<file path="config.mk">
export PLATFORM = sky130hd
export DESIGN_NAME = sm83_core
export DESIGN_NICKNAME = d
export VERILOG_FILES = /design/src/sm83_pkg.sv /design/src/sm83_addr_unit.sv /design/src/sm83_alu.sv /design/src/sm83_control.sv /design/src/sm83_core.sv /design/src/sm83_regfile.sv
export SDC_FILE = /design/constraint.sdc
export NUM_CORES = 1
export LEC_CHECK = 0
export BUFFER_PORTS_ARGS = -buffer_cell sky130_fd_sc_hd__buf_2
export CAP_MARGIN = 15
export CORE_UTILIZATION = 55
export DETAILED_ROUTE_END_ITERATION = 10
export PLACE_DENSITY = 0.82
export SYNTH_ARGS = -nofsm -noshare
export SYNTH_HDL_FRONTEND = slang
export SYNTH_SLANG_ARGS = --single-unit
</file>
<file path="constraint.sdc">
create_clock -name clk -period 10.3 [get_ports clk]
set_clock_uncertainty 0.05 [all_clocks]
set_input_delay 2.06 -clock clk [delete_from_list [all_inputs] [get_ports clk]]
set_output_delay 2.06 -clock clk [all_outputs]
set_load 0.02 [all_outputs]
</file>
<file path="src/sm83_pkg.sv">
package sm83_pkg;

    localparam int DATA_W = 8;
    localparam int ADDR_W = 16;

    // Byte registers, plus "no register" and the memory bus as pseudo-sources
    typedef enum logic [3:0] {
        NONE,
        Z, W,
        B, C, D, E, H, L,
        PCH, PCL,
        A,
        MEM
    } reg8_t;

    // Register pairs used on the address bus or as a 16-bit target
    typedef enum logic [2:0] {
        WZ, HL, PC
    } reg16_t;

    typedef enum logic [3:0] {
        NOP, LD_R_N, LD_R_R, LD_HL_R,
        ALU_A_R, ALU_A_N, INCDEC_R,
        JP_NN, JR_E, JR_CC_E,
        ILLEGAL                         // Executes as NOP
    } op_class_t;

    // Same order as opcode bits [5:3]
    typedef enum logic [2:0] {
        ALU_ADD, ALU_ADC, ALU_SUB, ALU_SBC,
        ALU_AND, ALU_XOR, ALU_OR, ALU_CP
    } alu_op_t;

    typedef enum logic [1:0] {
        COND_NZ, COND_Z, COND_NC, COND_C
    } cond_t;

    typedef enum logic [1:0] {
        AB_NO_MASK, AB_AND_FF00, AB_ZERO
    } ab_mask_t;

    typedef enum logic [1:0] {
        INC, DEC, ADJ, HOLD
    } idu_mode_t;

    typedef enum logic {
        ACC_A, ACC_DB
    } acc_sel_t;

    typedef enum logic {
        ARG_DB, ARG_ONE
    } arg_sel_t;

    typedef enum logic [1:0] {
        RR_WB_NONE, RR_WB_IDU, RR_WB_WZ
    } rr_wb_t;

    typedef struct packed {
        logic z;
        logic n;
        logic h;
        logic c;
    } flags_t;

endpackage

</file>
<file path="src/sm83_addr_unit.sv">
`timescale 1ns/1ps

module sm83_addr_unit (
    input  logic [sm83_pkg::ADDR_W-1:0] ab,
    input  sm83_pkg::ab_mask_t          ab_mask,
    input  sm83_pkg::idu_mode_t         idu_mode,
    input  logic                        alu_c,
    input  logic                        e_sign,
    output logic [sm83_pkg::ADDR_W-1:0] addr,
    output logic [sm83_pkg::ADDR_W-1:0] idu_res
);
    import sm83_pkg::*;

    logic [DATA_W-1:0] hi_adj;

    always_comb begin
        case (ab_mask)
            AB_AND_FF00: addr = {ab[ADDR_W-1:DATA_W], {DATA_W{1'b0}}};
            AB_ZERO:     addr = '0;
            default:     addr = ab;
        endcase
    end

    // High byte fix-up after PCL + e
    always_comb begin
        if (alu_c && !e_sign) begin
            hi_adj = addr[ADDR_W-1:DATA_W] + DATA_W'(1);
        end else if (!alu_c && e_sign) begin
            hi_adj = addr[ADDR_W-1:DATA_W] - DATA_W'(1);
        end else begin
            hi_adj = addr[ADDR_W-1:DATA_W];
        end
    end

    always_comb begin
        case (idu_mode)
            INC:     idu_res = addr + ADDR_W'(1);
            DEC:     idu_res = addr - ADDR_W'(1);
            ADJ:     idu_res = {hi_adj, addr[DATA_W-1:0]};
            default: idu_res = addr;
        endcase
    end

endmodule

</file>
<file path="src/sm83_alu.sv">
`timescale 1ns/1ps

module sm83_alu (
    input  logic                        clk,
    input  logic                        rst,
    input  sm83_pkg::alu_op_t           alu_op,
    input  sm83_pkg::acc_sel_t          acc_sel,
    input  sm83_pkg::arg_sel_t          arg_sel,
    input  logic                        flag_we,
    input  logic [sm83_pkg::DATA_W-1:0] a_val,
    input  logic [sm83_pkg::DATA_W-1:0] db,
    input  logic [sm83_pkg::DATA_W-1:0] pcl_val,
    input  logic                        jr_mode,
    output logic [sm83_pkg::DATA_W-1:0] alu_res,
    output logic                        alu_c,
    output sm83_pkg::flags_t            flags
);
    import sm83_pkg::*;

    logic [DATA_W-1:0] acc;
    logic [DATA_W-1:0] arg;
    logic [DATA_W-1:0] arg_x;
    logic              sub;
    logic              logic_op;
    logic              cin;
    logic [4:0]        lo_sum;
    logic [4:0]        hi_sum;
    flags_t            f_next;

    always_comb begin
        acc      = jr_mode ? pcl_val : ((acc_sel == ACC_DB) ? db : a_val);
        arg      = (arg_sel == ARG_ONE) ? DATA_W'(1) : db;
        sub      = alu_op inside {ALU_SUB, ALU_SBC, ALU_CP};
        logic_op = alu_op inside {ALU_AND, ALU_XOR, ALU_OR};
        case (alu_op)
            ALU_ADC:         cin = flags.c;
            ALU_SBC:         cin = !flags.c;   // Borrow in
            ALU_SUB, ALU_CP: cin = 1'b1;
            default:         cin = 1'b0;
        endcase
        arg_x  = sub ? ~arg : arg;
        lo_sum = {1'b0, acc[3:0]} + {1'b0, arg_x[3:0]} + {4'd0, cin};
        hi_sum = {1'b0, acc[7:4]} + {1'b0, arg_x[7:4]} + {4'd0, lo_sum[4]};
        alu_c  = hi_sum[4] ^ sub;               // Carry, or borrow on subtract
        case (alu_op)
            ALU_AND: alu_res = acc & arg;
            ALU_XOR: alu_res = acc ^ arg;
            ALU_OR:  alu_res = acc | arg;
            default: alu_res = {hi_sum[3:0], lo_sum[3:0]};
        endcase
        f_next.z = (alu_res == '0);
        f_next.n = sub && !logic_op;
        f_next.h = (lo_sum[4] ^ sub) && !logic_op;
        f_next.c = alu_c && !logic_op;
    end

    always_ff @(posedge clk) begin
        if (!rst) begin
            flags <= '0;
        end else if (flag_we) begin
            flags <= f_next;
        end
    end

endmodule

</file>
<file path="src/sm83_control.sv">
`timescale 1ns/1ps

module sm83_control (
    input  logic                        clk,
    input  logic                        rst,
    input  logic [sm83_pkg::DATA_W-1:0] d_in,
    input  sm83_pkg::flags_t            flags,
    output sm83_pkg::reg8_t             s_db,
    output sm83_pkg::reg8_t             t_db,
    output sm83_pkg::reg16_t            s_ab,
    output sm83_pkg::ab_mask_t          ab_mask,
    output sm83_pkg::acc_sel_t          acc_sel,
    output sm83_pkg::arg_sel_t          arg_sel,
    output sm83_pkg::alu_op_t           alu_op,
    output logic                        alu_wb,
    output logic                        flag_we,
    output sm83_pkg::idu_mode_t         idu_mode,
    output logic                        wr_pc,
    output sm83_pkg::rr_wb_t            rr_wb,
    output sm83_pkg::reg16_t            t_rr
);
    import sm83_pkg::*;

    localparam logic [2:0] SKIP_STEP = 3'd3;   // JR cc,e not taken

    logic [DATA_W-1:0] ir;
    logic [2:0]        step;
    op_class_t         op_class;
    reg8_t             r_dst;
    reg8_t             r_src;
    cond_t             cond;
    logic              cond_met;
    alu_op_t           alu_field;
    logic              done;        // Last step, fetch next opcode
    logic              is_cond;     // Branch on cond in this step
    logic              imm;         // Read operand at PC and bump PC

    // Register field of the opcode, slot 6 is (HL)
    function automatic reg8_t decode_r8(input logic [2:0] field);
        case (field)
            3'd0: return B;
            3'd1: return C;
            3'd2: return D;
            3'd3: return E;
            3'd4: return H;
            3'd5: return L;
            3'd7: return A;
            default: return NONE;
        endcase
    endfunction

    assign r_dst     = decode_r8(ir[5:3]);
    assign r_src     = decode_r8(ir[2:0]);
    assign cond      = cond_t'(ir[4:3]);
    assign alu_field = alu_op_t'(ir[5:3]);

    always_comb begin
        casez (ir)
            8'h00:       op_class = NOP;
            8'h18:       op_class = JR_E;
            8'hC3:       op_class = JP_NN;
            8'b001??000: op_class = JR_CC_E;
            8'b00???110: op_class = (r_dst == NONE) ? ILLEGAL : LD_R_N;
            8'b00???10?: op_class = (r_dst == NONE) ? ILLEGAL : INCDEC_R;
            8'b01110???: op_class = (r_src == NONE) ? ILLEGAL : LD_HL_R;
            8'b01??????: op_class = (r_src == NONE) ? ILLEGAL : LD_R_R;
            8'b10??????: op_class = (r_src == NONE) ? ILLEGAL : ALU_A_R;
            8'b11???110: op_class = ALU_A_N;
            default:     op_class = ILLEGAL;
        endcase
    end

    always_comb begin
        case (cond)
            COND_NZ: cond_met = !flags.z;
            COND_Z:  cond_met = flags.z;
            COND_NC: cond_met = !flags.c;
            default: cond_met = flags.c;
        endcase
    end

    always_ff @(posedge clk) begin
        if (!rst) begin
            ir   <= '0;                 // NOP opcode
            step <= 3'd0;
        end else if (done) begin
            ir   <= d_in;
            step <= 3'd0;
        end else if (is_cond && !cond_met) begin
            step <= SKIP_STEP;
        end else begin
            step <= step + 3'd1;
        end
    end

    // Microcode
    always_comb begin
        done     = 1'b0;
        is_cond  = 1'b0;
        imm      = 1'b0;
        s_db     = NONE;
        t_db     = NONE;
        s_ab     = PC;
        ab_mask  = AB_NO_MASK;
        acc_sel  = ACC_A;
        arg_sel  = ARG_DB;
        alu_op   = alu_field;
        alu_wb   = 1'b0;
        flag_we  = 1'b0;
        idu_mode = HOLD;
        wr_pc    = 1'b0;
        rr_wb    = RR_WB_NONE;
        t_rr     = WZ;
        case (op_class)
            LD_R_R: begin
                done = 1'b1;
                s_db = r_src;
                t_db = r_dst;
            end
            LD_HL_R: begin
                if (step == 3'd0) begin
                    s_ab = HL;
                    s_db = r_src;
                    t_db = MEM;
                end else begin
                    done = 1'b1;
                end
            end
            LD_R_N: begin
                if (step == 3'd0) begin
                    imm  = 1'b1;
                    t_db = Z;
                end else begin
                    done = 1'b1;
                    s_db = Z;
                    t_db = r_dst;
                end
            end
            ALU_A_R, ALU_A_N: begin
                if (op_class == ALU_A_N && step == 3'd0) begin
                    imm  = 1'b1;
                    t_db = Z;
                end else begin
                    done    = 1'b1;
                    s_db    = (op_class == ALU_A_N) ? Z : r_src;
                    t_db    = (alu_field == ALU_CP) ? NONE : A;  // CP keeps A
                    alu_wb  = 1'b1;
                    flag_we = 1'b1;
                end
            end
            INCDEC_R: begin
                done    = 1'b1;
                s_db    = r_dst;
                t_db    = r_dst;
                acc_sel = ACC_DB;
                arg_sel = ARG_ONE;
                alu_op  = ir[0] ? ALU_SUB : ALU_ADD;
                alu_wb  = 1'b1;
                flag_we = 1'b1;
            end
            JP_NN: begin
                case (step)
                    3'd0: begin
                        imm  = 1'b1;
                        t_db = Z;
                    end
                    3'd1: begin
                        imm  = 1'b1;
                        t_db = W;
                    end
                    3'd2: begin
                        ab_mask = AB_ZERO;      // Idle bus cycle
                        rr_wb   = RR_WB_WZ;
                        t_rr    = PC;
                    end
                    default: done = 1'b1;
                endcase
            end
            JR_E, JR_CC_E: begin
                case (step)
                    3'd0: begin
                        imm     = 1'b1;
                        t_db    = Z;
                        is_cond = (op_class == JR_CC_E);
                    end
                    3'd1: begin
                        ab_mask  = AB_AND_FF00;     // IDU sees PCH only
                        idu_mode = ADJ;
                        s_db     = Z;
                        t_db     = Z;               // Z <- PCL + e
                        alu_op   = ALU_ADD;
                        alu_wb   = 1'b1;
                        rr_wb    = RR_WB_IDU;       // W <- adjusted PCH
                        t_rr     = WZ;
                    end
                    3'd2: begin
                        done = 1'b1;
                        s_ab = WZ;
                    end
                    default: done = 1'b1;
                endcase
            end
            default: done = 1'b1;       // NOP and unsupported opcodes
        endcase

        // Both the opcode fetch and the operand read step PC
        if (done || imm) begin
            idu_mode = INC;
            wr_pc    = 1'b1;
        end
        if (imm) begin
            s_db = MEM;
        end
    end

endmodule

</file>
<file path="src/sm83_core.sv">
`timescale 1ns/1ps

module sm83_core #(
    parameter logic [sm83_pkg::ADDR_W-1:0] RESET_PC = '0
) (
    input  logic                        clk,
    input  logic                        rst,
    input  logic [sm83_pkg::DATA_W-1:0] d_in,
    output logic [sm83_pkg::ADDR_W-1:0] addr,
    output logic [sm83_pkg::DATA_W-1:0] d_out,
    output logic                        write
);
    import sm83_pkg::*;

    reg8_t             s_db;
    reg8_t             t_db;
    reg16_t            s_ab;
    reg16_t            t_rr;
    ab_mask_t          ab_mask;
    acc_sel_t          acc_sel;
    arg_sel_t          arg_sel;
    alu_op_t           alu_op;
    idu_mode_t         idu_mode;
    rr_wb_t            rr_wb;
    flags_t            flags;
    logic              alu_wb;
    logic              flag_we;
    logic              wr_pc;
    logic              alu_c;
    logic              jr_mode;
    logic [DATA_W-1:0] db;
    logic [DATA_W-1:0] alu_res;
    logic [DATA_W-1:0] a_val;
    logic [DATA_W-1:0] pcl_val;
    logic [ADDR_W-1:0] ab;
    logic [ADDR_W-1:0] bus_addr;
    logic [ADDR_W-1:0] idu_res;

    assign jr_mode = (idu_mode == ADJ);     // ALU adds e to PCL
    assign addr    = rst ? bus_addr : '0;
    assign write   = rst && (t_db == MEM);
    assign d_out   = db;

    sm83_control control_i (
        .clk(clk), .rst(rst), .d_in(d_in), .flags(flags),
        .s_db(s_db), .t_db(t_db), .s_ab(s_ab), .ab_mask(ab_mask),
        .acc_sel(acc_sel), .arg_sel(arg_sel), .alu_op(alu_op),
        .alu_wb(alu_wb), .flag_we(flag_we), .idu_mode(idu_mode),
        .wr_pc(wr_pc), .rr_wb(rr_wb), .t_rr(t_rr)
    );

    sm83_regfile #(.RESET_PC(RESET_PC)) regfile_i (
        .clk(clk), .rst(rst), .s_db(s_db), .t_db(t_db), .s_ab(s_ab),
        .wr_pc(wr_pc), .rr_wb(rr_wb), .t_rr(t_rr), .alu_wb(alu_wb),
        .d_in(d_in), .alu_res(alu_res), .idu_res(idu_res),
        .db(db), .ab(ab), .a_val(a_val), .pcl_val(pcl_val)
    );

    sm83_alu alu_i (
        .clk(clk), .rst(rst), .alu_op(alu_op), .acc_sel(acc_sel),
        .arg_sel(arg_sel), .flag_we(flag_we), .a_val(a_val), .db(db),
        .pcl_val(pcl_val), .jr_mode(jr_mode),
        .alu_res(alu_res), .alu_c(alu_c), .flags(flags)
    );

    sm83_addr_unit addr_unit_i (
        .ab(ab), .ab_mask(ab_mask), .idu_mode(idu_mode), .alu_c(alu_c),
        .e_sign(db[DATA_W-1]), .addr(bus_addr), .idu_res(idu_res)
    );

endmodule

</file>
<file path="src/sm83_regfile.sv">
`timescale 1ns/1ps

module sm83_regfile #(
    parameter logic [sm83_pkg::ADDR_W-1:0] RESET_PC = '0
) (
    input  logic                        clk,
    input  logic                        rst,
    input  sm83_pkg::reg8_t             s_db,
    input  sm83_pkg::reg8_t             t_db,
    input  sm83_pkg::reg16_t            s_ab,
    input  logic                        wr_pc,
    input  sm83_pkg::rr_wb_t            rr_wb,
    input  sm83_pkg::reg16_t            t_rr,
    input  logic                        alu_wb,
    input  logic [sm83_pkg::DATA_W-1:0] d_in,
    input  logic [sm83_pkg::DATA_W-1:0] alu_res,
    input  logic [sm83_pkg::ADDR_W-1:0] idu_res,
    output logic [sm83_pkg::DATA_W-1:0] db,
    output logic [sm83_pkg::ADDR_W-1:0] ab,
    output logic [sm83_pkg::DATA_W-1:0] a_val,
    output logic [sm83_pkg::DATA_W-1:0] pcl_val
);
    import sm83_pkg::*;

    logic [DATA_W-1:0] rf [Z:A];
    logic [ADDR_W-1:0] wz;
    logic [ADDR_W-1:0] hl;
    logic [ADDR_W-1:0] pc;
    logic [ADDR_W-1:0] rr_val;

    assign wz      = {rf[W], rf[Z]};
    assign hl      = {rf[H], rf[L]};
    assign pc      = {rf[PCH], rf[PCL]};
    assign a_val   = rf[A];
    assign pcl_val = rf[PCL];
    assign rr_val  = (rr_wb == RR_WB_WZ) ? wz : idu_res;

    always_comb begin
        case (s_db)
            MEM:     db = d_in;
            NONE:    db = '0;
            default: db = rf[s_db];
        endcase
    end

    always_comb begin
        case (s_ab)
            WZ:      ab = wz;
            HL:      ab = hl;
            default: ab = pc;
        endcase
    end

    always_ff @(posedge clk) begin
        if (!rst) begin
            for (int i = Z; i <= A; i++) begin
                rf[i] <= '0;
            end
            {rf[PCH], rf[PCL]} <= RESET_PC;
        end else begin
            if (wr_pc) begin
                {rf[PCH], rf[PCL]} <= idu_res;
            end
            if (rr_wb != RR_WB_NONE) begin
                case (t_rr)
                    WZ:      {rf[W], rf[Z]} <= rr_val;
                    HL:      {rf[H], rf[L]} <= rr_val;
                    default: {rf[PCH], rf[PCL]} <= rr_val;
                endcase
            end
            // Byte write comes last so it wins over a pair write to Z in JR
            if (t_db != NONE && t_db != MEM) begin
                rf[t_db] <= alu_wb ? alu_res : db;
            end
        end
    end

endmodule

</file>
==> impl_metrics.py, run 1 <==
metrics = {
    "clocking": {
        "cts_root_buf": "clkbuf_16",
        "cts_resized": 0,
        "cts_buffers": 9,
        "path_clk_slew_ns": 0.08,
        "cts_max_level": 3,
        "cts_setup_buffers": 0,
        "cts.sink_count": 101,
        "cts_tree": "built",
        "cts_buffer_depth": 2,
        "clock_latency_ns": 0.38,
        "hold_buffers": 0,
    },
    "floorplanning": {
        "start_util_pct": 56.32,
        "die_h_um": 134.9,
        "ios": 35,
        "placementRows": 48,
        "coreArea_um2": 17240,
        "dieWidth_um": 134.9,
        "dieArea_um2": 18190,
    },
    "synth": {
        "synth_seq_area_share_pct": 20.83,
        "ys.flop_type": "dfxtp_1",
        "synth_area_leader_cell": "dfxtp_1",
        "synth-edff-count": 0,
        "synthTopCellsByArea": "dfxtp_1 (21%), nor2_1 (6.7%), ha_1 (6.4%)",
        "synthArstFlopShare_pct": 0,
        "yosysTopAreaCellShare_pct": 20.83,
        "netlist_area_um2": 9708,
        "ys_ff_latch": 101,
        "ys_warn_count": 0,
        "syn_avg_cell_area_um2": 7.321,
        "synth_cell_types": 108,
        "synth_cells": 1326,
    },
    "min_path": {
        "hold_path.class": "flop to flop",
    },
    "route": {
        "vias": 11253,
        "wl_met2_mm": 17.74,
        "dr_wl_met3_mm": 4.601,
        "met1_length_mm": 15.09,
        "wirelength_mm": 39.95,
        "drtAntennaViolNets": 0,
        "detail_route.wl_per_cell_um": 25.74,
        "topRoutingLayerUsed": "met4",
        "drt_first_iter_violations": 1577,
        "vias_per_cell": 7.251,
        "first_pass_iters": 7,
        "drc": 0,
    },
    "timing": {
        "setup_violations": 0,
        "worst_pin_slew_ns": 1.099,
        "drv_slew": 0,
        "rsz0062_at_grt": "false",
        "hold_viol_final": 0,
        "post-route-period-util_pct": 91.36,
        "clock.fmax_mhz": 106.3,
        "fin_crit_ns": 9.410,
        "slew-limit-headroom_pct": 26.03,
        "hold_ws_ns": 0.4329,
        "finalSetupTns_ns": 0,
    },
    "grt": {
        "grtUsageTotal_pct": 44.22,
        "grt_max_degree": 62,
        "grt_pass1_vias": 10006,
        "grt_pass1_wl_mm": 60.27,
        "antenna_found_initial": 0,
        "grt-ovfl-total": 0,
    },
    "critical_path": {
        "cp_slowest_cell": "dfxtp_1",
        "cpMostUsedCell": "fa_1",
        "crit_required_ns": 10.55,
        "start_kind": "flop",
        "critPathMaxFanout": 23,
        "critPathCaptureType": "flop",
        "cp.buffers_inverters": 1,
        "worstPathArrival_ns": 9.66,
        "crit_type": "flop to flop",
        "cpPeakStageDelay_ns": 0.82,
        "worst_path_dominant_cell_family": "compound AO/OA/AOI/OAI gates",
    },
    "pwr": {
        "p_total_mw": 2.405,
        "p_leak_nw": 3.846,
        "peakVddDrop_v": 0.0001627,
        "p_per_area_nw_per_um2": 233.9,
    },
    "finish": {
        "fin_nets": 1386,
        "final_area_um2": 10280,
        "area_growth_pct": 5.942,
        "drive_above_1_share_pct": 9.729,
        "layout_commonest_cell": "nor2_1",
        "final_cell_mix": "nor2_1 (174), nand2_1 (129), a21oi_1 (105)",
    },
    "placement": {
        "place_congestion": 1.067,
        "portBuffers": 34,
        "placed_area_um2": 9972,
        "dp_hpwl_mm": 30.24,
    },
    "run_status": {
        "status": "finished, final reports clean",
    },
    "job": {
        "drv_cap": 0,
    },
}
logic make-up after synthesis:
| kind of cell | after synthesis | share of synthesized area, % |
|---|---|---|
| buffers and inverters | 133 | 6.122 |
| AO/OA/AOI/OAI | 449 | 32.89 |
| adder cells (fa/ha/maj) | 55 | 7.475 |
| AND/OR/NAND/NOR | 516 | 25.39 |
| multiplexers | 46 | 4.846 |
| XOR/XNOR | 25 | 2.410 |
| other | 1 | 0.03863 |
| flip-flops | 101 | 20.83 |
layer usage:
metal | track usage (%) | up-vias
li1 | - | 4936
met1 | 56.20 | 5272
met2 | 69.82 | 859
met3 | 8.671 | 186
met4 | 25.28 | 0
met5 | 0 | -
flip-flops by register name, summed over array words and instances, names as in the netlist:
signal and flops:
regfile_i.pc 8, alu_i.flags 2, regfile_i.rf 48, regfile_i.hl 16, regfile_i.a_val 8, control_i.step 3
control_i.ir 8, regfile_i.pcl_val 8
synthesized netlist by cell type, drive strengths merged (5+ instances only):
cell type,count
nor2,176
nand2,131
a21oi,106
dfxtp,101
o21ai,84
ha,50
nand3,50
clkbuf,49
inv,49
nor3,48
mux2i,41
o211ai,37
a211oi,35
buf,34
o221ai,18
nand4,17
xnor2,17
nand2b,15
nor4,15
a31oi,14
or3,14
a21o,12
and3,12
o31ai,12
a311oi,10
o21a,10
a21boi,9
o22ai,9
and2,8
o221a,8
xor2,8
a32oi,7
o2111ai,7
a311o,6
nand3b,6
fa,5
mux2,5
nor2b,5
o211a,5
o21bai,5
o22a,5
o31a,5
report_power, final:
group / internal (mW) / switching, mW / total (mW) / leakage, nW
Sequential: 0.456 / 0.124 / 0.580 / 0.822
Clock: 0.174 / 0.188 / 0.362 / 0.146
Combinational: 0.478 / 0.986 / 1.46 / 2.88
Total: 1.11 / 1.30 / 2.41 / 3.85
cell type report:
cell class,count,area (um2)
clock inverter,7,85.08
fill,1602,6952
sequential,101,2022
inverter,50,188.9
timing repair buffer,53,312.8
tap,225,281.5
multi-input combinational,1106,7167
antenna,1,2.502
clock buffer,9,225.2
metrics by stage:
stage / utilization (%) / setup slack (ns) / std cells
final: 59.67 / 0.8903 / 1552
after global routing: 59.65 / 0.3077 / 1551
after CTS: 59.65 / 1.080 / 1551
after detailed placement: 57.85 / 1.138 / 1535
after global placement: 57.85 / 1.316 / 1535
after floorplan: - / 2.324 / 1340
path summary, 6_finish.rpt:
path	to	slack [ns]	from	cells after the start
hold reg to reg	regfile_i.rf[66]	0.43	regfile_i.rf[66]	2
hold / removal	regfile_i.rf[66]	0.43	regfile_i.rf[66]	2
setup reg to reg	regfile_i.rf[74]	0.89	control_i.ir[3]	30
setup / recovery	regfile_i.rf[74]	0.89	control_i.ir[3]	30
worst reg2reg max path: cells and delay by family, from the launching register on:
| family | cells | cell delay [ns] |
|---|---|---|
| AOI/OAI and AO/OA | 11 | 3.42 |
| and+or+nand+nor | 11 | 2.61 |
| adders and majority gates | 5 | 1.64 |
| DFF | 1 | 0.82 |
| xor gates and xnor gates | 1 | 0.33 |
| buffers and inverters | 1 | 0.26 |
| muxes | 1 | 0.20 |
Power figures use the tool's default switching activity.
==> run 2, diff against run 1 <==
--- a/config.mk
+++ b/config.mk
@@ -9,7 +9,7 @@
 export CAP_MARGIN = 15
 export CORE_UTILIZATION = 55
 export DETAILED_ROUTE_END_ITERATION = 10
-export PLACE_DENSITY = 0.82
+export PLACE_DENSITY = 0.72
 export SYNTH_ARGS = -nofsm -noshare
 export SYNTH_HDL_FRONTEND = slang
 export SYNTH_SLANG_ARGS = --single-unit
==> constraint.sdc (replaced) <==
create_clock -name clk -period 11.5 [get_ports clk]
set_clock_uncertainty 0.05 [all_clocks]
set_input_delay 2.3 -clock clk [delete_from_list [all_inputs] [get_ports clk]]
set_output_delay 2.3 -clock clk [all_outputs]
set_load 0.02 [all_outputs]
==> run 2 against run 1 <==
Combinational power is 11% lower. Sequential share of layout area hardly changed. Global-route usage is 0.11 points higher. Largest cell class unchanged. Power is 11% lower. Die area stayed put. Critical path depth is 1 higher.
==> impl_metrics.py, run 2 (synthesis gave the netlist of run 1 again) <==
metrics = {
    "finish": {
        "top_register": "regfile_i.rf",
        "final_util_pct": 59.57,
        "largest_reg_flops": 48,
        "final_cells": 1548,
        "final_cell_mix": "nor2_1 (174), nand2_1 (129), a21oi_1 (105)",
        "n_fill_cell": 1624,
        "final_area_um2": 10270,
        "layout_commonest_cell": "nor2_1",
        "fin_nets": 1383,
        "area_growth_pct": 5.774,
        "drive_above_1_share_pct": 9.524,
        "num_antenna_cells": 0,
    },
    "min_path": {
        "hold_start": "regfile_i.rf[65]",
        "hold_path.class": "flop to flop",
        "whs_path_depth": 2,
        "whs_endpoint": "regfile_i.rf[65]",
    },
    "route": {
        "drc": 0,
        "vias_per_cell": 7.158,
        "first_pass_iters": 6,
        "vias": 11080,
        "wirelength_mm": 40.20,
        "drtAntennaViolNets": 0,
        "detail_route.wl_per_cell_um": 25.97,
        "drt_first_iter_violations": 1426,
    },
    "critical_path": {
        "cp_slowest_cell": "dfxtp_1",
        "crit_required_ns": 11.67,
        "regToRegStartpoint": "control_i.ir[3]",
        "cpPeakStageDelay_ns": 0.87,
        "worstPathArrival_ns": 9.60,
        "critPathMaxFanout": 28,
        "cpMostUsedCell": "a21oi_1",
        "regToRegSetupSlack_ns": 2.08,
        "crit_type": "flop to flop",
        "ff2ff_path_depth": 31,
        "rr_endpoint": "regfile_i.rf[77]",
        "start_kind": "flop",
        "critPathCaptureType": "flop",
    },
    "clocking": {
        "cts_root_buf": "clkbuf_16",
        "cts_resized": 0,
        "cts.sink_count": 101,
        "cts_buffer_depth": 2,
        "clock_latency_ns": 0.38,
        "path_clk_slew_ns": 0.08,
        "hold_buffers": 0,
        "cts_buffers": 9,
        "cts_tree": "built",
        "cts_max_level": 3,
        "cts_setup_buffers": 0,
    },
    "floorplanning": {
        "coreArea_um2": 17240,
        "placementRows": 48,
        "die_h_um": 134.9,
        "dieWidth_um": 134.9,
        "start_util_pct": 56.32,
        "dieArea_um2": 18190,
        "ios": 35,
    },
    "pwr": {
        "p_total_mw": 2.148,
        "p_per_area_nw_per_um2": 209.2,
        "p_leak_nw": 3.834,
        "peakVddDrop_v": 0.0001205,
    },
    "grt": {
        "grtUsageTotal_pct": 44.33,
        "grt_pass1_vias": 9896,
        "antenna_found_initial": 0,
        "grt_pass1_wl_mm": 60.66,
        "grt-ovfl-total": 0,
        "grt_max_degree": 84,
    },
    "timing": {
        "setup_violations": 0,
        "rsz0062_at_grt": "false",
        "finalSetupTns_ns": 0,
        "post-route-period-util_pct": 81.92,
        "fin_ws_ns": 2.079,
        "slew-limit-headroom_pct": 22.34,
        "drv_slew": 0,
        "fin_crit_ns": 9.421,
        "clock.fmax_mhz": 106.1,
        "hold_ws_ns": 0.4260,
        "worst_pin_slew_ns": 1.154,
        "hold_viol_final": 0,
    },
    "placement": {
        "placed_area_um2": 9945,
        "dp_hpwl_mm": 30.21,
        "dp_slack_ns": 2.301,
        "place_congestion": 1.021,
        "dp_cells": 1531,
        "portBuffers": 34,
    },
    "job": {
        "drv_cap": 0,
    },
    "run_status": {
        "status": "finished, final reports clean",
    },
}
run 2: how the worst max path moves through the flow:
stage / depth (start not counted) / end / slack [ns] / start
2_1_floorplan: 33 / regfile_i.rf[74] / 3.52 / control_i.ir[4]
3_3_place_gp: 30 / regfile_i.rf[74] / 2.46 / control_i.ir[3]
3_5_place_dp: 31 / regfile_i.rf[77] / 2.30 / control_i.ir[3]
4_1_cts: 31 / regfile_i.rf[77] / 2.26 / control_i.ir[3]
5_1_grt: 31 / regfile_i.rf[77] / 1.52 / control_i.ir[4]
6_report: 31 / regfile_i.rf[77] / 2.08 / control_i.ir[3]
run 2: area by class of cell:
cell class,instances,area (um2),share of cell area (%)
multi-input cells,1106,7169,69.82
flip-flops and latches,101,2022,19.69
repair buffers,50,290.3,2.827
well taps,225,281.5,2.742
clock buffers,9,225.2,2.193
inverters,50,188.9,1.840
clock inverters,7,91.34,0.8895
run 2: report_power, final:
part           switching [mW]  total (mW)  internal [mW]
Combinational           0.878        1.30          0.426
Clock                   0.167       0.323          0.156
Sequential              0.113       0.522          0.408
Total                    1.16        2.15          0.990
run 2: worst max-delay path, delay by kind of cell, from the launching register on:
family	cells	cell delay (ns)
and+or+nand+nor	9	1.88
buffers and inverters	2	0.52
AOI/OAI and AO/OA	15	4.08
DFF	1	0.87
adders and majority gates	4	1.52
xor gates and xnor gates	1	0.36
run 2: per-layer routing:
layer	GRT usage [%]	wire, um	vias to the layer above
met2	68.18	17230	802
met5	0	0	-
met3	9.084	4353	191
li1	-	-	4935
met1	57.78	15950	5152
met4	24.66	2670	0
